$ cat config.mk
export PLATFORM = sky130hd
export DESIGN_NAME = pixel_queue_flat
export DESIGN_NICKNAME = d
export VERILOG_FILES = /design/src/common/gfx_pkg.sv /design/src/common/pixel_if.sv /design/src/rtl/framebuffer/pixel_queue.sv /design/src/flat_wrapper.sv
export SDC_FILE = /design/constraint.sdc
export NUM_CORES = 1
export LEC_CHECK = 0
export ABC_AREA = 1
export BUFFER_PORTS_ARGS = -buffer_cell sky130_fd_sc_hd__buf_2
export CAP_MARGIN = 30
export CORE_ASPECT_RATIO = 1.1
export CORE_MARGIN = 4
export CORE_UTILIZATION = 40
export CTS_CLUSTER_DIAMETER = 50
export CTS_CLUSTER_SIZE = 10
export DETAILED_ROUTE_END_ITERATION = 7
export SLEW_MARGIN = 30
export SYNTH_ARGS = -nofsm -noshare
export SYNTH_HDL_FRONTEND = slang
export SYNTH_SLANG_ARGS = --single-unit
$ cat constraint.sdc
create_clock -name clk -period 1.4 [get_ports clk]
set_input_delay 0.14 -clock clk [delete_from_list [all_inputs] [get_ports clk]]
set_output_delay 0.14 -clock clk [all_outputs]
set_load 0.005 [all_outputs]
$ cat src/common/gfx_pkg.sv
`default_nettype none

package gfx_pkg;

    localparam int scr_w = 160;
    localparam int scr_h = 120;
    localparam int pix_count = scr_w * scr_h;           // 19200 frame locations

    localparam int queue_depth = 4;                     // Also the drawer's starting credits
    localparam int queue_ptr_w = $clog2(queue_depth);

    typedef logic [7:0]  coord_x_t;
    typedef logic [6:0]  coord_y_t;
    typedef logic [2:0]  colour_t;                      // 3-bit RGB
    typedef logic [7:0]  radius_t;
    typedef logic [14:0] pix_addr_t;
    typedef logic [2:0]  credit_t;                      // Holds 0 to queue_depth

    typedef enum logic [1:0] {
        idle,
        plot,                                           // One octant slot per cycle
        step,                                           // Midpoint update
        drain                                           // Wait for all credits back
    } draw_state_t;

    // Row-major linear address, y * 160 + x
    function automatic pix_addr_t to_addr(input coord_x_t x, input coord_y_t y);
        pix_addr_t row;
        row = pix_addr_t'(y) * pix_addr_t'(scr_w);
        return row + pix_addr_t'(x);
    endfunction

endpackage : gfx_pkg

`default_nettype wire

$ cat src/common/pixel_if.sv
`default_nettype none

interface pixel_if;

    logic              valid;
    gfx_pkg::coord_x_t x;
    gfx_pkg::coord_y_t y;
    gfx_pkg::colour_t  colour;
    logic              credit;                          // Credit pulse or take strobe

    modport sender (
        output valid,
        output x,
        output y,
        output colour,
        input  credit
    );

    modport receiver (
        input  valid,
        input  x,
        input  y,
        input  colour,
        output credit
    );

endinterface : pixel_if

`default_nettype wire

$ cat src/rtl/framebuffer/pixel_queue.sv
`default_nettype none

module pixel_queue (
    input  logic      clk,
    input  logic      rst_n,
    pixel_if.receiver in,
    pixel_if.sender   out
);

    gfx_pkg::coord_x_t               q_x [gfx_pkg::queue_depth];
    gfx_pkg::coord_y_t               q_y [gfx_pkg::queue_depth];
    gfx_pkg::colour_t                q_colour [gfx_pkg::queue_depth];

    logic [gfx_pkg::queue_ptr_w-1:0] wr_ptr;
    logic [gfx_pkg::queue_ptr_w-1:0] rd_ptr;
    gfx_pkg::credit_t                count;
    logic                            pop;
    logic                            credit_q;

    assign pop = out.credit;                            // Take strobe from the memory

    assign out.valid  = (count != '0);
    assign out.x      = q_x[rd_ptr];
    assign out.y      = q_y[rd_ptr];
    assign out.colour = q_colour[rd_ptr];

    assign in.credit = credit_q;

    always_ff @(posedge clk) begin
        if (in.valid) begin
            q_x[wr_ptr]      <= in.x;
            q_y[wr_ptr]      <= in.y;
            q_colour[wr_ptr] <= in.colour;
        end
    end

    always_ff @(posedge clk) begin
        if (!rst_n) begin
            wr_ptr   <= '0;
            rd_ptr   <= '0;
            count    <= '0;
            credit_q <= 1'b0;
        end else begin
            if (in.valid)
                wr_ptr <= wr_ptr + 1'b1;                // Pointers wrap at depth 4
            if (pop)
                rd_ptr <= rd_ptr + 1'b1;
            count    <= count + gfx_pkg::credit_t'(in.valid) - gfx_pkg::credit_t'(pop);
            credit_q <= pop;                            // Credit one cycle after the pop
        end
    end

    a_no_overflow: assert property (@(posedge clk) disable iff (!rst_n)
        in.valid |-> (count != gfx_pkg::credit_t'(gfx_pkg::queue_depth)));

endmodule : pixel_queue

`default_nettype wire

$ cat src/flat_wrapper.sv
// flat-port wrapper written by rule: the top's interface ports become plain ports
module pixel_queue_flat 
  (clk, rst_n, in_valid, in_x, in_y, in_colour, in_credit, out_valid, out_x, out_y, out_colour, out_credit);
  pixel_if in_i ();
  pixel_if out_i ();
  input  logic clk;
  input  logic rst_n;
  input wire logic [$bits(in_i.valid)-1:0] in_valid;
  input wire logic [$bits(in_i.x)-1:0] in_x;
  input wire logic [$bits(in_i.y)-1:0] in_y;
  input wire logic [$bits(in_i.colour)-1:0] in_colour;
  output wire logic [$bits(in_i.credit)-1:0] in_credit;
  output wire logic [$bits(out_i.valid)-1:0] out_valid;
  output wire logic [$bits(out_i.x)-1:0] out_x;
  output wire logic [$bits(out_i.y)-1:0] out_y;
  output wire logic [$bits(out_i.colour)-1:0] out_colour;
  input wire logic [$bits(out_i.credit)-1:0] out_credit;
  assign in_i.valid = in_valid;
  assign in_i.x = in_x;
  assign in_i.y = in_y;
  assign in_i.colour = in_colour;
  assign in_credit = in_i.credit;
  assign out_valid = out_i.valid;
  assign out_x = out_i.x;
  assign out_y = out_i.y;
  assign out_colour = out_i.colour;
  assign out_i.credit = out_credit;
  pixel_queue u_core (.clk(clk), .rst_n(rst_n), .in(in_i), .out(out_i));
endmodule
==> Word-level counts from Yosys, hierarchy flattened <==
Memory sizes are Yosys's and may differ from the RTL's. A register that Yosys moved wholly into a read port is not among the register bits.
Cells that the tools add are included.
{ "classes": {"add_sub_neg": 4, "n_reduce_logical": 1, "muxes": 8} }
{ "ops": {"columns": ["cell", "count"], "rows": [
  ["$mux 2", 6],
  ["$add 2x1->2 const B", 2],
  ["$add 3x1->3", 1],
  ["$reduce_bool 3->1", 1],
  ["$sub 3x1->3", 1],
  ["$mux 1", 2]
]} }
{ "word_totals": {"ramBits": 72, "output_inout_bits": 20, "mem_count": 3, "elab_cells": 20, "regBits": 8} }
{ "memory_table": {"columns": ["name", "depth", "width", "rd", "rd_clocked_by_memory_dff", "write_ports", "line", "source"], "rows": [
  ["u_core.q_x", 4, 8, 1, 1, 1, "pixel_queue.sv:10", "gfx_pkg::coord_x_t q_x [gfx_pkg::queue_depth];"],
  ["u_core.q_y", 4, 7, 1, 1, 1, "pixel_queue.sv:11", "gfx_pkg::coord_y_t q_y [gfx_pkg::queue_depth];"],
  ["u_core.q_colour", 4, 3, 1, 1, 1, "pixel_queue.sv:12", "gfx_pkg::colour_t q_colour [gfx_pkg::queue_depth];"]
]} }

==> Logic depth before layout (Yosys ltp) <==
Gate-level depths: netlist of the first run.
{ "logic_depth": {"depth_word": 3, "depth_mapped": 8, "depth_no_buf": 8} }

==> Least setup slack after synthesis of the first run <==
No wires, ideal clock.
{ "synth_timing": {"path_kind": "register to register", "from": "reg u_core.count[0]", "to": "reg u_core.count[2]", "period_less_slack_ns": 1.435, "t_arrival_ns": 1.320, "stages_incl_launch_ff": 8, "setup_time_ns": 0.115, "setup_slack_ns": -0.035, "path_cell_list": "dfxtp_1 > inv_1 > ha_1 > inv_1 > ha_1 > fa_1 > a21oi_1 > nor2_1"} }
{ "synth_via": {"elab_chain_cells": 2} }
{ "synth_lines": {"columns": ["element", "line", "source"], "rows": [
  ["start, declared", "pixel_queue.sv:16", "gfx_pkg::credit_t count;"],
  ["start signal, assigned", "pixel_queue.sv:48", "count <= count + gfx_pkg::credit_t'(in.valid) - gfx_pkg::credit_t'(pop);"],
  ["$add 3x1->3", "pixel_queue.sv:48", null],
  ["$sub 3x1->3", "pixel_queue.sv:48", null]
]} }
No other way between the ends.
A chain may end at the register's enable or synchronous reset.

==> results of run 1 <==
==> cells by family after synthesis <==
logic type               synth area share [%]
AO/OA/AOI/OAI                            11.1
adder cells (fa/ha/maj)                  2.86
buffers and inverters                    9.26
flip-flops                               71.1
AND/OR/NAND/NOR                          5.72
==> power by group through the flow <==
stage / logic (uW) / registers [uW] / clock network (uW)
after floorplan: 356 / 2870 / 0
after global placement: 566 / 2880 / 0
after detailed placement: 581 / 2880 / 0
after CTS: 606 / 2830 / 1670
after global routing: 756 / 2840 / 1750
final: 651 / 2830 / 1600
==> metal layers <==
metal / GRT usage [%] / vias up
met1: 14.6 / 942
li1: - / 1039
met3: 4.28 / 9
met5: 0 / -
met4: 5.26 / 0
met2: 20.6 / 35
==> synthesized netlist by cell type, drive strengths merged <==
| cell | count |
|---|---|
| edfxtp | 72 |
| inv | 52 |
| nand2 | 47 |
| a21oi | 24 |
| o21ai | 22 |
| o211ai | 18 |
| buf | 12 |
| dfxtp | 10 |
| ha | 6 |
| nand3 | 2 |
| fa | 1 |
| nor2 | 1 |
==> per-stage QoR <==
| step | cells | worst slack (ns) | hold slack [ns] | util, % |
|---|---|---|---|---|
| 2_1_floorplan | 267 | -0.0138 | 0.233 | - |
| 3_3_place_gp | 416 | -0.0377 | 0.356 | 46.2 |
| 3_5_place_dp | 416 | -0.0636 | 0.360 | 46.2 |
| 4_1_cts | 443 | -0.0862 | 0.000233 | 49.9 |
| 5_1_grt | 446 | -0.148 | 0.00405 | 51.2 |
| 6_report | 446 | -0.0671 | 0.0200 | 51.2 |
==> path summary, 6_finish.rpt <==
kind / end / cells after the start / slack, ns / startpoint
worst max-delay path: out_y[3] / 4 / -0.07 / flop
worst min-delay path: u_core.q_x[0][5]$_DFFE_PP_ / 1 / 0.02 / in_x[5]
worst max register to register: u_core.count[1]$_SDFF_PN0_ / 7 / -0.05 / u_core.count[0]$_SDFF_PN0_
worst min register to register: u_core.rd_ptr[1]$_SDFFE_PN0P_ / 2 / 0.47 / u_core.rd_ptr[1]$_SDFFE_PN0P_
==> registers in the layout, summed over array words and instances, names as in the netlist, named ones only <==
register,count
u_core.count,3
u_core.in.credit,1
u_core.q_colour,12
u_core.q_x,32
u_core.q_y,28
u_core.rd_ptr,2
u_core.wr_ptr,2
==> layout make-up <==
class / count / area (sq um)
Fill cell: 744 / 3910
Multi-Input combinational cell: 121 / 693
Sequential cell: 82 / 2370
Tap cell: 108 / 135
Inverter: 52 / 195
Clock inverter: 6 / 57.6
Timing Repair Buffer: 67 / 515
Clock buffer: 10 / 128
==> what timing repair did <==
action | CTS | global route
resized for setup | 0 | 10
endpoints found under the hold margin | 42 | 3
setup endpoints to repair | 20 | 20
hold buffers | 11 | 1
pin swaps | 0 | 14
cloned | 0 | 2
==> flow_metrics.tcl, run 1 <==
set metrics [dict create \
    die_height_um 104 \
    place.detailed.hpwl_mm 3.57 \
    design.die.area_sq_um 9840 \
    met3_wirelength_um 318 \
    first_global_vias 2043 \
    cts-buffers-inserted 9 \
    avgSynthCellArea_sq_um 12.5 \
    cts_tree "yes" \
    outcome "finished, violations left" \
    synth_seq_cells 82 \
    switching_power_uw 1180 \
    cp_cell_instances "clkbuf_16 -> o211ai_1 -> nand2_1 -> buf_2" \
    detail_route.first_pass.iterations 4 \
    ios 42 \
    fin_total_pwr_uw 5080 \
    critPathMaxFanout 18 \
    pin_count_of_the_biggest_net_entering_global_routing 37 \
    achievable-frequency_mhz 682 \
    root_buffer "clkbuf_8" \
    io_buf_count 41 \
    layout.cells.most_common "edfxtp_1" \
    synthDominantAreaCellType "edfxtp_1" \
    number_of_buffers_between_clock_root_and_the_deepest_sink 2 \
    wire_per_inst_um 13.0 \
    rsz_0062_raised_after_global_routing "yes" \
    netlist_top_cells_area "edfxtp_1 65%, dfxtp_1 6.0%, inv_1 5.9%" \
    leakagePower_uw 0.00168 \
    cpPeakStageDelay_ns 0.39 \
    clk_pin_slew_worst_paths_ns 0.07 \
    core.rowCount 34 \
    core_area_sq_um 8000 \
    wl_met2_mm 2.90 \
    peakVddDrop_v 0.000552 \
    final_critical_path_setup_slack_ns -0.0671 \
    final_design_area_no_fill_sq_um 4090 \
    ys.warnings.count 0 \
    slowest_stage "dfxtp_4" \
    post_synth_inst_count 267 \
    mappedNetlistArea_sq_um 3320 \
    initial_utilization_pct 41.6 \
    vias 2025 \
    hold_path.class "in2reg" \
    worst_ep_required_time_ns 1.26 \
    clk-insertion-delay-late_ns 0.34 \
    power_report.internal_total_uw 3890 \
    timing.setup.critical_path_class "reg2out" \
    timing_hold_violations_final 0 \
    fin_skew_ns 0.00659 \
    worst_slew_margin_rel_pct 85.7 \
    share_clk_of_total_power_pct 31.4 \
    sw_frac_of_total_pct 23.3 \
    power.sequential.fraction_pct 55.8 \
    detail_route.vias_per_cell 4.54 \
    power_frac_comb_pct 12.8 \
    layout.cells.most_common_list "72 x edfxtp_1, 50 x inv_1, 46 x nand2_1" \
    final_max_slew_viol_count 0 \
    worst_setup_path_end_kind "output port" \
    detail_route.wirelength_mm 5.82 \
    post_synthesis_sequential_area_ratio_pct 71.1 \
    synthDistinctLibCells 16 \
    cp_top_family "flip-flops" \
    ctsHtreeMaxLevel 3 \
    antenna_cells 0 \
    highest_layer "met4" \
    cp-start-kind "flop" \
    drt_first_iter_violations 74 \
    placedInstanceArea_sq_um 3700 \
    power_density_nw_per_um2 1240 \
    cp.buffers_inverters 2 \
    drc 0 \
    gp_congestion 0.662 \
    area_growth_syn_to_layout_pct 23.1 \
    first_pass_grt_wire_length_mm 9.44 \
    transition_time_of_the_tightest_slew_check_pin_ns 0.212 \
    dieWidth_um 94.9 \
    grt_remaining_overflow 0 \
    layout.nets 362 \
    groute.usage.overall_pct 12.5 \
    tritoncts_num_sinks 82 \
    finalCritPeriodShare_pct 105 \
    yosysTopAreaCellShare_pct 65.0 \
    post_route_ant_nets 0 \
    finalSetupViolCount 19 \
    routedLengthMet1_mm 2.51 \
    postCtsSetupRepairBufs 0 \
    grt_antenna_before_repair 0 \
    layout-drive-gt1-share_pct 23.7 \
    failing_checks "setup timing" \
    syn_nets 296 \
    timing.critical_path.arrival_ns 1.33 \
    fin_crit_ns 1.47 \
    max_cap_viol_count 0 \
    totalNegativeSetupSlack_ns -0.673 \
]
Note: power is estimated with default switching activity, not from simulation.
==> inputs of run 2 (changes only) <==
--- a/config.mk
+++ b/config.mk
@@ -10,10 +10,11 @@
 export CAP_MARGIN = 30
 export CORE_ASPECT_RATIO = 1.1
 export CORE_MARGIN = 4
-export CORE_UTILIZATION = 40
+export CORE_UTILIZATION = 45
 export CTS_CLUSTER_DIAMETER = 50
 export CTS_CLUSTER_SIZE = 10
 export DETAILED_ROUTE_END_ITERATION = 7
+export PLACE_DENSITY = 0.67
 export SLEW_MARGIN = 30
 export SYNTH_ARGS = -nofsm -noshare
 export SYNTH_HDL_FRONTEND = slang
==> run 2 against run 1 <==
  * The run still ends with setup timing left
  * Via count rose by 1.5%
  * Clock power increased by 26%
  * Critical path depth is the same
  * Setup slack worse by 0.012 ns
  * Flip-flop and latch count is the same
  * Clock skew shrank 0.0026 ns
  * First-iteration DRC count rose by 26%
  * Hold slack worse by 0.0084 ns
  * Total power up 8.7%
  * Sequential share of layout area down 0.58 points
  * Utilization increased by 7.2 points
  * Cell count shrank 6.7%
  * Largest power group unchanged
==> flow_metrics.tcl, run 2 (synthesized netlist as in run 1, its figures left out) <==
set metrics [dict create \
    area_growth_syn_to_layout_pct 24.4 \
    vias 2056 \
    rsz_0062_raised_after_global_routing "yes" \
    first_global_vias 2002 \
    power.sequential.fraction_pct 51.4 \
    ios 42 \
    max_flop_register "u_core.q_x" \
    design.die.area_sq_um 8830 \
    transition_time_of_the_tightest_slew_check_pin_ns 0.214 \
    detail_route.wirelength_mm 6.02 \
    die_height_um 98.1 \
    cpPeakStageDelay_ns 0.40 \
    dieWidth_um 90.0 \
    placedInstanceArea_sq_um 3660 \
    grt_remaining_overflow 0 \
    cp.buffers_inverters 2 \
    peakVddDrop_v 0.000690 \
    number_of_buffers_between_clock_root_and_the_deepest_sink 2 \
    timing.reg2reg.setup_slack_ns -0.04 \
    cts_tree "yes" \
    first_pass_grt_wire_length_mm 9.36 \
    timing.setup.critical_path_class "reg2out" \
    root_buffer "clkbuf_8" \
    achievable-frequency_mhz 676 \
    place.detailed.hpwl_mm 3.39 \
    totalNegativeSetupSlack_ns -0.962 \
    tritoncts_num_sinks 82 \
    pin_count_of_the_biggest_net_entering_global_routing 37 \
    max_cap_viol_count 0 \
    clk_pin_slew_worst_paths_ns 0.08 \
    largest_register_ffs 32 \
    worst_slew_margin_rel_pct 85.6 \
    layout-drive-gt1-share_pct 26.0 \
    io_buf_count 41 \
    final_critical_path_setup_slack_ns -0.0788 \
    detail_route.vias_per_cell 4.94 \
    power_report.internal_total_uw 4270 \
    detail_route.first_pass.iterations 4 \
    final_design_area_no_fill_sq_um 4140 \
    worst_ep_required_time_ns 1.26 \
    drc 0 \
    ctsHtreeMaxLevel 3 \
    clk-insertion-delay-late_ns 0.34 \
    cp_top_family "flip-flops" \
    core.rowCount 32 \
    antenna_cells 0 \
    cp-start-kind "flop" \
    layout.nets 355 \
    groute.usage.overall_pct 13.8 \
    fin_crit_ns 1.48 \
    timing_hold_violations_final 0 \
    worst_setup_path_end_kind "output port" \
    sw_frac_of_total_pct 22.5 \
    postCtsSetupRepairBufs 0 \
    drt_first_iter_violations 93 \
    final_max_slew_viol_count 0 \
    share_clk_of_total_power_pct 36.4 \
    finalSetupViolCount 20 \
    failing_checks "setup timing" \
    nFillCells 550 \
    grt_antenna_before_repair 0 \
    gp_congestion 0.693 \
    layout.cells.most_common_list "72 x edfxtp_1, 50 x inv_1, 46 x nand2_1" \
    cts-buffers-inserted 9 \
    post_route_ant_nets 0 \
    ff_latch_area_sq_um 2370 \
    outcome "finished, violations left" \
    wire_per_inst_um 14.5 \
    critPathMaxFanout 12 \
    initial_utilization_pct 46.9 \
    cp_cell_instances "clkbuf_16 -> o211ai_1 -> nand2_1 -> buf_2" \
    timing.critical_path.arrival_ns 1.34 \
    biggestRegsByFlops "u_core.q_x x32, u_core.q_y x28, u_core.q_colour x12" \
    hold_path.class "in2reg" \
    core_area_sq_um 7090 \
    layout.cells.most_common "edfxtp_1" \
    leakagePower_uw 0.00169 \
    slowest_stage "dfxtp_4" \
    multi_input_comb_area_sq_um 719 \
    fin_skew_ns 0.00398 \
    finalCritPeriodShare_pct 106 \
    power_density_nw_per_um2 1330 \
    power_frac_comb_pct 12.2 \
    switching_power_uw 1240 \
]
==> run 2: per-stage QoR <==
| step | total power [uW] | setup slack, ns | utilization (%) | cells | hold WS [ns] |
|---|---|---|---|---|---|
| global route | 5740 | -0.163 | 58.4 | 416 | 0.00543 |
| finish | 5520 | -0.0788 | 58.4 | 416 | 0.0116 |
| detailed placement | 3460 | -0.0703 | 51.7 | 389 | 0.358 |
| CTS | 5510 | -0.112 | 56.7 | 413 | 0.00167 |
| global placement | 3430 | -0.0365 | 51.7 | 389 | 0.354 |
| floorplan | 3230 | -0.0138 | - | 267 | 0.233 |
==> run 2: what timing repair did <==
| item | CTS | global route |
|---|---|---|
| endpoints found under the setup margin | 20 | 20 |
| pin swaps | 1 | 9 |
| endpoints found under the hold margin | 22 | 1 |
| hold buffers | 7 | 1 |
| gates cloned | 1 | 2 |
| resized for setup | 5 | 15 |
==> run 2: final timing paths <==
path,from,endpoint,cells after the start
setup / recovery,flop,out_colour[0],4
hold / removal,in_colour[1],u_core.q_colour[2][1]$_DFFE_PP_,1
setup reg to reg,u_core.count[0]$_SDFF_PN0_,u_core.count[1]$_SDFF_PN0_,7
hold reg to reg,u_core.rd_ptr[0]$_SDFFE_PN0P_,flop,1
==> run 2: power groups by stage <==
stage	sequential, uW	combinational, uW	clock [uW]
after floorplan	2870	356	0
after global placement	2880	557	0
after detailed placement	2880	578	0
after CTS	2830	629	2050
after global routing	2850	761	2140
final	2840	674	2010
==> run 2: area by class of cell <==
type                       instances  share of cell area (%)
clock inverter                     7                    2.81
multi-input combinational        121                    17.4
sequential                        82                    57.3
tap                               85                    2.57
inverter                          52                    4.72
timing repair buffer              60                    12.2
clock buffer                       9                    3.00
==> run 2: per-layer routing <==
| layer | GRT usage, % | part of all wire (%) |
|---|---|---|
| met5 | 0 | 0 |
| met4 | 8.13 | 2.3 |
| met1 | 14.7 | 39 |
| met2 | 24.8 | 54 |
| met3 | 3.31 | 4.4 |
