[config.mk]
export PLATFORM = sky130hd
export DESIGN_NAME = circle_drawer_flat
export DESIGN_NICKNAME = d
export VERILOG_FILES = /design/src/common/gfx_pkg.sv /design/src/common/pixel_if.sv /design/src/rtl/circle/circle_drawer.sv /design/src/flat_wrapper.sv
export SDC_FILE = /design/constraint.sdc
export NUM_CORES = 1
export LEC_CHECK = 0
export ABC_AREA = 1
export BUFFER_PORTS_ARGS = -buffer_cell sky130_fd_sc_hd__buf_2
export CAP_MARGIN = 15
export CORE_ASPECT_RATIO = 1.4
export CORE_UTILIZATION = 56
export DETAILED_ROUTE_END_ITERATION = 8
export HOLD_SLACK_MARGIN = 0.15
export PLACE_DENSITY = 0.8
export SYNTH_ARGS = -nofsm -noshare
export SYNTH_HDL_FRONTEND = slang
export SYNTH_SLANG_ARGS = --single-unit
[constraint.sdc]
create_clock -name clk -period 4.1 [get_ports clk]
set_input_delay 1.025 -clock clk [delete_from_list [all_inputs] [get_ports clk]]
set_output_delay 1.025 -clock clk [all_outputs]
set_load 0.05 [all_outputs]
[src/common/gfx_pkg.sv]
`default_nettype none

package gfx_pkg;

    localparam int scr_w = 160;
    localparam int scr_h = 120;
    localparam int pix_count = scr_w * scr_h;           // 19200 frame locations

    localparam int queue_depth = 4;                     // Also the drawer's starting credits
    localparam int queue_ptr_w = $clog2(queue_depth);

    typedef logic [7:0]  coord_x_t;
    typedef logic [6:0]  coord_y_t;
    typedef logic [2:0]  colour_t;                      // 3-bit RGB
    typedef logic [7:0]  radius_t;
    typedef logic [14:0] pix_addr_t;
    typedef logic [2:0]  credit_t;                      // Holds 0 to queue_depth

    typedef enum logic [1:0] {
        idle,
        plot,                                           // One octant slot per cycle
        step,                                           // Midpoint update
        drain                                           // Wait for all credits back
    } draw_state_t;

    // Row-major linear address, y * 160 + x
    function automatic pix_addr_t to_addr(input coord_x_t x, input coord_y_t y);
        pix_addr_t row;
        row = pix_addr_t'(y) * pix_addr_t'(scr_w);
        return row + pix_addr_t'(x);
    endfunction

endpackage : gfx_pkg

`default_nettype wire

[src/common/pixel_if.sv]
`default_nettype none

interface pixel_if;

    logic              valid;
    gfx_pkg::coord_x_t x;
    gfx_pkg::coord_y_t y;
    gfx_pkg::colour_t  colour;
    logic              credit;                          // Credit pulse or take strobe

    modport sender (
        output valid,
        output x,
        output y,
        output colour,
        input  credit
    );

    modport receiver (
        input  valid,
        input  x,
        input  y,
        input  colour,
        output credit
    );

endinterface : pixel_if

`default_nettype wire

[src/rtl/circle/circle_drawer.sv]
`default_nettype none

module circle_drawer (
    input  logic              clk,
    input  logic              rst_n,
    input  logic              start,
    input  gfx_pkg::colour_t  colour,
    input  gfx_pkg::coord_x_t centre_x,
    input  gfx_pkg::coord_y_t centre_y,
    input  gfx_pkg::radius_t  radius,
    input  logic              ready,
    output logic              done,
    pixel_if.sender           px
);

    gfx_pkg::draw_state_t state;
    gfx_pkg::credit_t     credits;
    logic [2:0]           slot;                         // Which of the eight mirrored points

    gfx_pkg::coord_x_t    cx;
    gfx_pkg::coord_y_t    cy;
    gfx_pkg::colour_t     col;
    logic signed [11:0]   off_x;
    logic signed [11:0]   off_y;
    logic signed [11:0]   dec;                          // Midpoint decision term

    logic signed [11:0]   base_x;
    logic signed [11:0]   base_y;
    logic signed [11:0]   pt_x;
    logic signed [11:0]   pt_y;
    logic signed [11:0]   nxt_x;
    logic signed [11:0]   nxt_y;
    logic signed [11:0]   nxt_d;
    logic                 on_screen;
    logic                 send;
    logic                 advance;

    // Odd slots swap x and y, slots 2..5 mirror x, slots 4..7 mirror y
    always_comb begin
        base_x = slot[0] ? off_y : off_x;
        base_y = slot[0] ? off_x : off_y;
        pt_x = $signed({4'b0, cx}) + ((slot[2] ^ slot[1]) ? -base_x : base_x);
        pt_y = $signed({5'b0, cy}) + (slot[2] ? -base_y : base_y);
    end

    assign on_screen = (pt_x >= 12'sd0) && (pt_x < 12'(gfx_pkg::scr_w)) &&
                       (pt_y >= 12'sd0) && (pt_y < 12'(gfx_pkg::scr_h));

    assign send    = (state == gfx_pkg::plot) && on_screen && (credits != '0);
    assign advance = (state == gfx_pkg::plot) && (!on_screen || (credits != '0));

    assign px.valid  = send;
    assign px.x      = pt_x[7:0];
    assign px.y      = pt_y[6:0];
    assign px.colour = col;

    // Next midpoint values, using the incremented y
    always_comb begin
        nxt_y = off_y + 12'sd1;
        if (dec <= 12'sd0) begin
            nxt_x = off_x;
            nxt_d = dec + (nxt_y <<< 1) + 12'sd1;
        end else begin
            nxt_x = off_x - 12'sd1;
            nxt_d = dec + ((nxt_y - nxt_x) <<< 1) + 12'sd1;
        end
    end

    always_ff @(posedge clk) begin
        if (!rst_n) begin
            state   <= gfx_pkg::idle;
            credits <= gfx_pkg::credit_t'(gfx_pkg::queue_depth);
            slot    <= '0;
            done    <= 1'b0;
        end else begin
            credits <= credits - gfx_pkg::credit_t'(send) + gfx_pkg::credit_t'(px.credit);
            case (state)
                gfx_pkg::idle: begin
                    if (start && ready) begin
                        state <= gfx_pkg::plot;
                        slot  <= '0;
                        done  <= 1'b0;
                    end
                end
                gfx_pkg::plot: begin
                    if (advance) begin
                        slot <= slot + 3'd1;                // Wraps to 0 after slot 7
                        if (slot == 3'd7)
                            state <= gfx_pkg::step;
                    end
                end
                gfx_pkg::step: begin
                    state <= (nxt_y <= nxt_x) ? gfx_pkg::plot : gfx_pkg::drain;
                end
                default: begin
                    if (credits == gfx_pkg::credit_t'(gfx_pkg::queue_depth)) begin
                        done  <= 1'b1;                      // Every pixel is in memory
                        state <= gfx_pkg::idle;
                    end
                end
            endcase
        end
    end

    // Job registers and the midpoint datapath
    always_ff @(posedge clk) begin
        if (state == gfx_pkg::idle && start && ready) begin
            cx    <= centre_x;
            cy    <= centre_y;
            col   <= colour;
            off_x <= $signed({4'b0, radius});
            off_y <= 12'sd0;
            dec   <= 12'sd1 - $signed({4'b0, radius});
        end else if (state == gfx_pkg::step) begin
            off_x <= nxt_x;
            off_y <= nxt_y;
            dec   <= nxt_d;
        end
    end

    a_credit_max: assert property (@(posedge clk) disable iff (!rst_n)
        credits <= gfx_pkg::credit_t'(gfx_pkg::queue_depth));

    a_idle_credits_full: assert property (@(posedge clk) disable iff (!rst_n)
        (state == gfx_pkg::idle) |->
            (credits == gfx_pkg::credit_t'(gfx_pkg::queue_depth)));

endmodule : circle_drawer

`default_nettype wire

[src/flat_wrapper.sv]
// flat-port wrapper written by rule: the top's interface ports become plain ports
module circle_drawer_flat 
  (clk, rst_n, start, colour, centre_x, centre_y, radius, ready, done, px_valid, px_x, px_y, px_colour, px_credit);
  pixel_if px_i ();
  input  logic clk;
  input  logic rst_n;
  input  logic start;
  input  gfx_pkg::colour_t colour;
  input  gfx_pkg::coord_x_t centre_x;
  input  gfx_pkg::coord_y_t centre_y;
  input  gfx_pkg::radius_t radius;
  input  logic ready;
  output logic done;
  output wire logic [$bits(px_i.valid)-1:0] px_valid;
  output wire logic [$bits(px_i.x)-1:0] px_x;
  output wire logic [$bits(px_i.y)-1:0] px_y;
  output wire logic [$bits(px_i.colour)-1:0] px_colour;
  input wire logic [$bits(px_i.credit)-1:0] px_credit;
  assign px_valid = px_i.valid;
  assign px_x = px_i.x;
  assign px_y = px_i.y;
  assign px_colour = px_i.colour;
  assign px_i.credit = px_credit;
  circle_drawer u_core (.clk(clk), .rst_n(rst_n), .start(start), .colour(colour), .centre_x(centre_x), .centre_y(centre_y), .radius(radius), .ready(ready), .done(done), .px(px_i));
endmodule
Word level (Yosys, flattened, before mapping). Index checks and enable logic that the tools add are counted.

Flip-flop bits (word level): 63. Input port bits: 31. Output and inout port bits: 20. Logic and storage cells: 84.

Add/sub/neg operators: 15. Magnitude comparators: 6. Equality and inequality tests: 7. Multiplexer cells: 22. Bitwise operators: 2. Reduce and logical (&&, ||, !) cells: 21.

Operators by type and width (count): 2-to-1 mux 12 bit (8); adder 12 x 2 -> 12 bit (second input constant) (3); adder 12 bit (2); greater-or-equal comparator 12 x 1 -> 1 bit (second input constant) (2); negation 12 bit (2); 2-to-1 mux 8 bit (2); adder 8 x 12 -> 12 bit (1); adder 9 x 12 -> 12 bit (1); less-or-equal comparator 12 x 1 -> 1 bit (second input constant) (1); less-or-equal comparator 12 bit (1); < comparator 12 x 8 -> 1 bit (second input constant) (1); < comparator 12 x 9 -> 1 bit (second input constant) (1); subtractor 12 x 2 -> 12 bit (second input constant) (1); subtractor 11 bit (1); 2-to-1 mux 2 bit (5); logical AND 1 bit (9); subtractor 1 x 8 -> 9 bit (first input constant) (1); == test 3 bit (second input constant) (2); 2-to-1 mux 3 bit (2); one-hot mux 2 bit (3 select lines) (1); one-hot mux 3 bit (2 select lines) (1); AND reduction 3 bit (2); nonzero test 2 bit (3); != test 2 x 1 -> 1 bit (second input constant) (2); other kinds (17) (18).

Depth between registers and ports, before layout. Gate-level depths: netlist of the first run.

Depth after elaboration: 13. Gate-level depth with buffers: 32.

Worst setup path before layout of the first run. Ideal clock, no wire load.

Path kind: register to register. Start: reg u_core.slot[0]. End: reg u_core.credits[2]. Setup time: 0.057 ns. Arrival time: 4.932 ns. Path slack: -0.889 ns. Cell stages (with the launch flop): 30. Path buffers: 2. Clock period less this slack: 4.989 ns. Path through: dfxtp_1 > buf_6 > buf_8 > nand2_1 > o21ai_2 > inv_1 > ha_1 > nor2_1 > xor2_1 > inv_1 > ha_1 > or2_2 > nand2_1 > xor2_1 > nand2_1 > nor2_1 > a21oi_1 > nand2_1 > nor2_1 > nand2_1 > nor2_2 > nand3_1 > nor2_1 > ha_1 > inv_1 > ha_1 > inv_1 > fa_1 > o21ai_0 > a21o_1.

Elaborated cells on any way between the ends: 19.

RTL lines: from (decl) (line circle_drawer.sv:18) `logic [2:0] slot;`; from (signal assigned) (line circle_drawer.sv:87) `slot <= slot + 3'd1;`; 2-to-1 mux 12 bit (*) (line circle_drawer.sv:41) `base_y = slot[0] ? off_x : off_y;`; negation 12 bit (line circle_drawer.sv:43) `pt_y = $signed({5'b0, cy}) + (slot[2] ? -base_y : base_y);`; 2-to-1 mux 12 bit (*) (line circle_drawer.sv:43); adder 8 x 12 -> 12 bit (*) (line circle_drawer.sv:43); via px_y[3] (line flat_wrapper.sv:16) `output wire logic [$bits(px_i.y)-1:0] px_y;`; greater-or-equal comparator 12 x 1 -> 1 bit (line circle_drawer.sv:47) `(pt_y >= 12'sd0) && (pt_y < 12'(gfx_pkg::scr_h));`; logical AND 1 bit (line circle_drawer.sv:46) `assign on_screen = (pt_x >= 12'sd0) && (pt_x < 12'(gfx_pkg::scr_w)) &&`; logical AND 1 bit (*) (line circle_drawer.sv:47); logical AND 1 bit (*) (2 in a row) (line circle_drawer.sv:49) `assign send = (state == gfx_pkg::plot) && on_screen && (credits != '0);`; via px_valid (line flat_wrapper.sv:14) `output wire logic [$bits(px_i.valid)-1:0] px_valid;`; subtractor 3 x 1 -> 3 bit (*) (line circle_drawer.sv:76) `credits <= credits - gfx_pkg::credit_t'(send) + gfx_pkg::credit_t'(px.credit);`; adder 3 x 1 -> 3 bit (*) (line circle_drawer.sv:76); to (signal assigned) (line circle_drawer.sv:72) `credits <= gfx_pkg::credit_t'(gfx_pkg::queue_depth);`; to (signal assigned) (line circle_drawer.sv:76); to (decl) (line circle_drawer.sv:17) `gfx_pkg::credit_t credits;`.

The timed path passes the listed nets; every way through them passes the cells marked *. A chain may end at the register's enable or synchronous reset.

Worst setup path after layout of the first run.
Start: reg u_core.slot[0]. End: out px_valid.

Longest elaborated chain between the ends: 10. Elaborated cells on any way between the ends: 17.

RTL lines: 2-to-1 mux 12 bit (line circle_drawer.sv:40) `base_x = slot[0] ? off_y : off_x;`; negation 12 bit (line circle_drawer.sv:42) `pt_x = $signed({4'b0, cx}) + ((slot[2] ^ slot[1]) ? -base_x : base_x);`; 2-to-1 mux 12 bit (line circle_drawer.sv:42); adder 9 x 12 -> 12 bit (line circle_drawer.sv:42); greater-or-equal comparator 12 x 1 -> 1 bit / < comparator 12 x 9 -> 1 bit (equally long branches) (line circle_drawer.sv:46); logical AND 1 bit (2 in a row) (line circle_drawer.sv:46); logical AND 1 bit (*) (line circle_drawer.sv:47); logical AND 1 bit (*) (2 in a row) (line circle_drawer.sv:49); to (decl) (line flat_wrapper.sv:14).

Every way passes the cells marked *; elsewhere a longest branch is shown, timed or not.

==> flow_metrics.env, run 1 <==
export IMPL_ys_types=48
export IMPL_synth_top_family_by_area="simple AND/OR/NAND/NOR gates"
export IMPL_hpwl_um=13200
export IMPL_avgSynthCellArea_um2=6.89
export IMPL_finalSetupViolations=4
export IMPL_skew_ns=0.00743
export IMPL_rsz0062_at_grt="yes"
export IMPL_portBuffers=50
export IMPL_avgViaCountPerCell=5.58
export IMPL_ys_seq_area_share_pct=25.0
export IMPL_ios=51
export IMPL_diodes=0
export IMPL_relSlewSlack_pct=50.9
export IMPL_min_period_ns=4.51
export IMPL_yosys_area_share_simple_pct=28.3
export IMPL_synth_area_um2=6580
export IMPL_required_ns=3.07
export IMPL_status="finished, violations left"
export IMPL_synth_top_area_share_pct=17.3
export IMPL_synthMuxAreaShare_pct=0
export IMPL_synthAdderAreaFrac_pct=15.1
export IMPL_nets=1218
export IMPL_synthCells=955
export IMPL_crit_top_cell="nand2_1"
export IMPL_antenna_found_initial=0
export IMPL_grt_pass1_wl_um=28700
export IMPL_post_route_period_util_pct=110
export IMPL_clk_pin_slew_worst_paths_ns=0.06
export IMPL_vias=7035
export IMPL_cts_sinks=63
export IMPL_wl_per_cell_um=15.1
export IMPL_cts_tree="done"
export IMPL_gr_total_overflow=0
export IMPL_final_cell_mix="nand2_1 (235), inv_1 (131), buf_4 (105)"
export IMPL_drt_iter0_drc=347
export IMPL_final_common_cell="nand2_1"
export IMPL_synth_compound_area_share_pct=14.5
export IMPL_setup_slack_ns=-0.413
export IMPL_path_buf_inv=6
export IMPL_async_flop_share_pct=0
export IMPL_tightestPinTransition_ns=0.729
export IMPL_hold_viol=0
export IMPL_fmax_ghz=0.222
export IMPL_crit_fanout=8
export IMPL_cap_violations=0
export IMPL_synth_nets=1062
export IMPL_synth_edff_count=38
export IMPL_area_growth_pct=30.1
export IMPL_numCtsBuffers=9
export IMPL_critical_path_slowest_cell="dfxtp_4"
export IMPL_hp_class="flip-flop to flip-flop"
export IMPL_insertion_delay_ns=0.35
export IMPL_grt_max_degree=44
export IMPL_crit_type="flip-flop to output pin"
export IMPL_finalMaxSlewViolations=0
export IMPL_route_antenna_remaining_nets=0
export IMPL_slowest_delay_ns=0.40
export IMPL_yosys_area_top_type="edfxtp_1"
export IMPL_worstSetupEndpointType="output pin"
export IMPL_cp_cell_sequence="buf_8 -> buf_4 -> nand2_1 -> nand2_2 -> nand2_1 -> o21ai_1 -> xor2_1 -> ha_1 -> nand2_1 -> inv_1 -> nand4_1 -> o211ai_1 -> inv_1 -> nand2_1 -> nand2_1 -> nand2_1 -> inv_1 -> nand2_1 -> nor2_2 -> nand3_2 -> nor2_4 -> buf_8"
export IMPL_ys_top_cells_by_area="edfxtp_1 (17%), nand2_1 (14%), ha_1 (13%), inv_1 (8.3%), dfxtp_1 (7.6%)"
export IMPL_die_h_um=130
export IMPL_coreArea_um2=11400
export IMPL_track_usage_pct=30.1
export IMPL_drc_errors=0
export IMPL_synth_seq_cells=63
export IMPL_wirelength_um=19100
export IMPL_crit_family="simple AND/OR/NAND/NOR gates"
export IMPL_violations="negative setup slack"
export IMPL_finalWeightedCongestion=0.890
export IMPL_clock_root_buffer="clkbuf_16"
export IMPL_setup_tns_ns=-0.952
export IMPL_synth_xor_area_share_pct=7.32
export IMPL_rows=46
export IMPL_initial_core_util_pct=57.7
export IMPL_cts_buffer_depth=2
export IMPL_worst_setup_path_start_kind="flip-flop"
export IMPL_yosys_warnings=0
export IMPL_dieArea_um2=12200
export IMPL_drive_gt1_share_pct=27.3
export IMPL_die_w_um=93.6
export IMPL_ctsHtreeMaxLevel=3
export IMPL_firstDrtPassIters=5
export IMPL_ys_flop_type="edfxtp_1"
export IMPL_hold_slack_ns=0.529
export IMPL_arrival_ns=3.49
export IMPL_grt_pass1_vias=6677
[layout make-up]
class	instances	area, um2
Multi-Input combinational cell	729	4740
Fill cell	836	2830
Sequential cell	63	1650
Timing Repair Buffer	159	1120
Inverter	149	566
Clock buffer	9	225
Tap cell	144	180
Clock inverter	7	81.3
[worst paths after layout]
| kind | startpoint | end | slack, ns | cells after the start |
|---|---|---|---|---|
| worst min register to register | u_core.off_y[11] | u_core.off_y[11] | 0.53 | 2 |
| worst max-delay path | u_core.slot[0] | px_valid | -0.41 | 22 |
| worst min-delay path | u_core.off_y[11] | u_core.off_y[11] | 0.53 | 2 |
| worst max register to register | u_core.slot[0] | u_core.credits[1] | -0.23 | 29 |
[worst min-delay path, stage by stage, from the launching register on]
cell and delay [ns]:
dfxtp_1 0.33, nand3_1 0.08, o21ai_0 0.07
[synth_stat cells (all sizes together), types with 3 or more instances]
| cell type | count |
|---|---|
| clkbuf | 6 |
| ha | 70 |
| edfxtp | 38 |
| xnor2 | 12 |
| o21ai | 75 |
| o22ai | 10 |
| or2 | 6 |
| xor2 | 43 |
| nand3 | 48 |
| nand4 | 12 |
| nand3b | 9 |
| a21oi | 57 |
| nor2 | 64 |
| a31oi | 7 |
| fa | 6 |
| nor3 | 15 |
| nor4 | 3 |
| buf | 8 |
| o211ai | 6 |
| o21bai | 3 |
| inv | 147 |
| dfxtp | 25 |
| nand2 | 268 |
| a21o | 6 |
[state kept, by name, summed over array words and instances (netlist names)]
| name | cells |
|---|---|
| u_core.dec | 12 |
| u_core.off_x | 12 |
| u_core.off_y | 12 |
| u_core.cx | 8 |
| u_core.cy | 7 |
| u_core.credits | 3 |
| u_core.px.colour | 3 |
| u_core.slot | 3 |
| u_core.state | 2 |
| u_core.done | 1 |
[repair_timing]
action                                 4_1_cts  5_1_grt
buffers inserted                            11        9
setup endpoints to repair                    6       11
resized for setup                           39       76
pin swaps                                   18       47
hold buffers                                 0        0
endpoints found under the hold margin        0        0
[per-stage QoR]
stage | utilization, % | area (um2) | worst slack, ns | std cells
6_report | 75.1 | 8560 | -0.413 | 1260
5_1_grt | 75.1 | 8560 | -0.598 | 1260
4_1_cts | 72.1 | 8210 | -0.228 | 1251
3_5_place_dp | 67.5 | 7690 | -0.146 | 1224
3_3_place_gp | 67.5 | 7690 | -0.0462 | 1224
2_1_floorplan | - | 6680 | -0.192 | 955
[kinds of logic (layout without fill, tap and decap cells)]
group | after synthesis | after routing
AND/OR/NAND/NOR | 426 | 426
AO/OA/AOI/OAI | 172 | 172
buffers and inverters | 163 | 324
adder cells (fa/ha/maj) | 76 | 76
flip-flops | 63 | 63
XOR/XNOR | 55 | 55
[metal layers]
metal | share of wire [%] | wire length [um] | track usage [%] | vias to the layer above
met5 | 0 | 0 | 0 | -
met4 | 5.9 | 1120 | 17.6 | 0
met3 | 3.6 | 692 | 4.55 | 89
met2 | 53 | 10100 | 58.7 | 199
met1 | 37 | 7130 | 29.6 | 3286
li1 | - | - | - | 3461
Power of run 1 is not shown: default switching activity piles up to over one toggle a cycle in this logic, so the estimate is an artifact.
==> run 2, diff against run 1 <==
--- a/config.mk
+++ b/config.mk
@@ -8,7 +8,6 @@
 export ABC_AREA = 1
 export BUFFER_PORTS_ARGS = -buffer_cell sky130_fd_sc_hd__buf_2
 export CAP_MARGIN = 15
-export CORE_ASPECT_RATIO = 1.4
 export CORE_UTILIZATION = 56
 export DETAILED_ROUTE_END_ITERATION = 8
 export HOLD_SLACK_MARGIN = 0.15
==> flow_metrics.env, run 2 (synthesized netlist as in run 1, its figures left out) <==
export IMPL_required_ns=3.07
export IMPL_coreArea_um2=11400
export IMPL_min_period_ns=4.72
export IMPL_cts_buffer_depth=2
export IMPL_finalWeightedCongestion=0.883
export IMPL_status="finished, violations left"
export IMPL_wl_per_cell_um=16.5
export IMPL_numCtsBuffers=9
export IMPL_ios=51
export IMPL_dieArea_um2=12200
export IMPL_diodes=0
export IMPL_critical_path_slowest_cell="dfxtp_4"
export IMPL_hold_viol=0
export IMPL_path_buf_inv=5
export IMPL_top_regs="u_core.dec (12), u_core.off_x (12), u_core.off_y (12)"
export IMPL_final_cell_mix="nand2_1 (234), inv_1 (132), buf_4 (114)"
export IMPL_avgViaCountPerCell=5.74
export IMPL_initial_core_util_pct=57.6
export IMPL_rsz0062_at_grt="yes"
export IMPL_setup_tns_ns=-1.65
export IMPL_wirelength_um=20900
export IMPL_clock_root_buffer="clkbuf_16"
export IMPL_antenna_found_initial=0
export IMPL_die_h_um=110
export IMPL_firstDrtPassIters=6
export IMPL_multi_input_area_um2=4810
export IMPL_crit_fanout=7
export IMPL_crit_top_cell="nand2_1"
export IMPL_insertion_delay_ns=0.35
export IMPL_worst_setup_path_start_kind="flip-flop"
export IMPL_setup_slack_ns=-0.618
export IMPL_fmax_ghz=0.212
export IMPL_worstSetupEndpointType="output pin"
export IMPL_track_usage_pct=32.6
export IMPL_relSlewSlack_pct=54.3
export IMPL_crit_type="flip-flop to output pin"
export IMPL_die_w_um=110
export IMPL_final_cells=1267
export IMPL_vias=7273
export IMPL_drt_iter0_drc=777
export IMPL_grt_pass1_vias=6709
export IMPL_grt_max_degree=44
export IMPL_ctsHtreeMaxLevel=3
export IMPL_clk_pin_slew_worst_paths_ns=0.06
export IMPL_portBuffers=50
export IMPL_hpwl_um=13600
export IMPL_cts_hold_buffers=0
export IMPL_slowest_delay_ns=0.39
export IMPL_crit_family="simple AND/OR/NAND/NOR gates"
export IMPL_cts_tree="done"
export IMPL_skew_ns=0.00888
export IMPL_hp_class="flip-flop to flip-flop"
export IMPL_drc_errors=0
export IMPL_arrival_ns=3.69
export IMPL_finalMaxSlewViolations=0
export IMPL_final_common_cell="nand2_1"
export IMPL_cp_cell_sequence="inv_2 -> buf_4 -> nand2_1 -> nand2_1 -> nand2_4 -> nor2_4 -> a21oi_2 -> xor2_1 -> inv_1 -> ha_4 -> nand2_4 -> nor2_2 -> inv_1 -> o21ai_2 -> nand3_2 -> nor2_2 -> nand2_1 -> nand2_1 -> nand2_2 -> nor2_4 -> nand3_2 -> nor2_4 -> buf_8"
export IMPL_nets=1226
export IMPL_violations="negative setup slack"
export IMPL_finalSetupViolations=7
export IMPL_cap_violations=0
export IMPL_route_antenna_remaining_nets=0
export IMPL_rows=39
export IMPL_cts_sinks=63
export IMPL_final_util_pct=76.2
export IMPL_nFillCells=753
export IMPL_tightestPinTransition_ns=0.678
export IMPL_gr_total_overflow=0
export IMPL_dpl_cell_count=1230
export IMPL_drive_gt1_share_pct=28.1
export IMPL_grt_pass1_wl_um=30500
export IMPL_area_growth_pct=32.2
export IMPL_seq_area_um2=1650
export IMPL_post_route_period_util_pct=115
-- run 2: tightest hold or removal path, cell delays in order, from the launching register on --
cell and delay, ns:
dfxtp_1 0.33, nand2_1 0.07, a21oi_1 0.05
-- run 2: routing by layer --
| metal | vias to the layer above | global-route usage [%] | part of all wire [%] |
|---|---|---|---|
| met5 | - | 0 | 0 |
| met4 | 0 | 9.87 | 4.4 |
| met3 | 88 | 6.23 | 8.4 |
| met2 | 369 | 54.9 | 47 |
| met1 | 3335 | 42.0 | 40 |
| li1 | 3481 | - | - |
-- run 2: what timing repair did --
item,CTS,global route
setup buffers,14,7
pin swaps,21,49
setup endpoints to repair,6,13
resized for setup,38,91
-- run 2: path summary, 6_finish.rpt --
path                                           to      startpoint  depth (start not counted)  slack (ns)
worst max-delay path                     px_valid  u_core.slot[0]                         23       -0.62
worst min-delay path               u_core.slot[1]  u_core.slot[1]                          2        0.51
worst max register to register  u_core.credits[2]  u_core.slot[0]                         29       -0.26
worst min register to register     u_core.slot[1]  u_core.slot[1]                          2        0.51
-- run 2: final cells by class --
cell class              count  area share [%]
multi-input cells         729            55.2
flip-flops and latches     63            18.9
repair buffers            167            13.6
inverters                 149            6.52
clock buffers              11            3.16
well taps                 143            2.06
clock inverters             5           0.503
-- run 2: through the flow --
| stage | worst slack [ns] | instance area, um2 | hold slack [ns] |
|---|---|---|---|
| floorplan | -0.192 | 6680 | 0.466 |
| global placement | -0.202 | 7740 | 0.486 |
| detailed placement | -0.298 | 7740 | 0.498 |
| CTS | -0.362 | 8290 | 0.506 |
| global route | -0.749 | 8700 | 0.545 |
| finish | -0.618 | 8700 | 0.508 |
Power of run 2 is left out for the same reason.
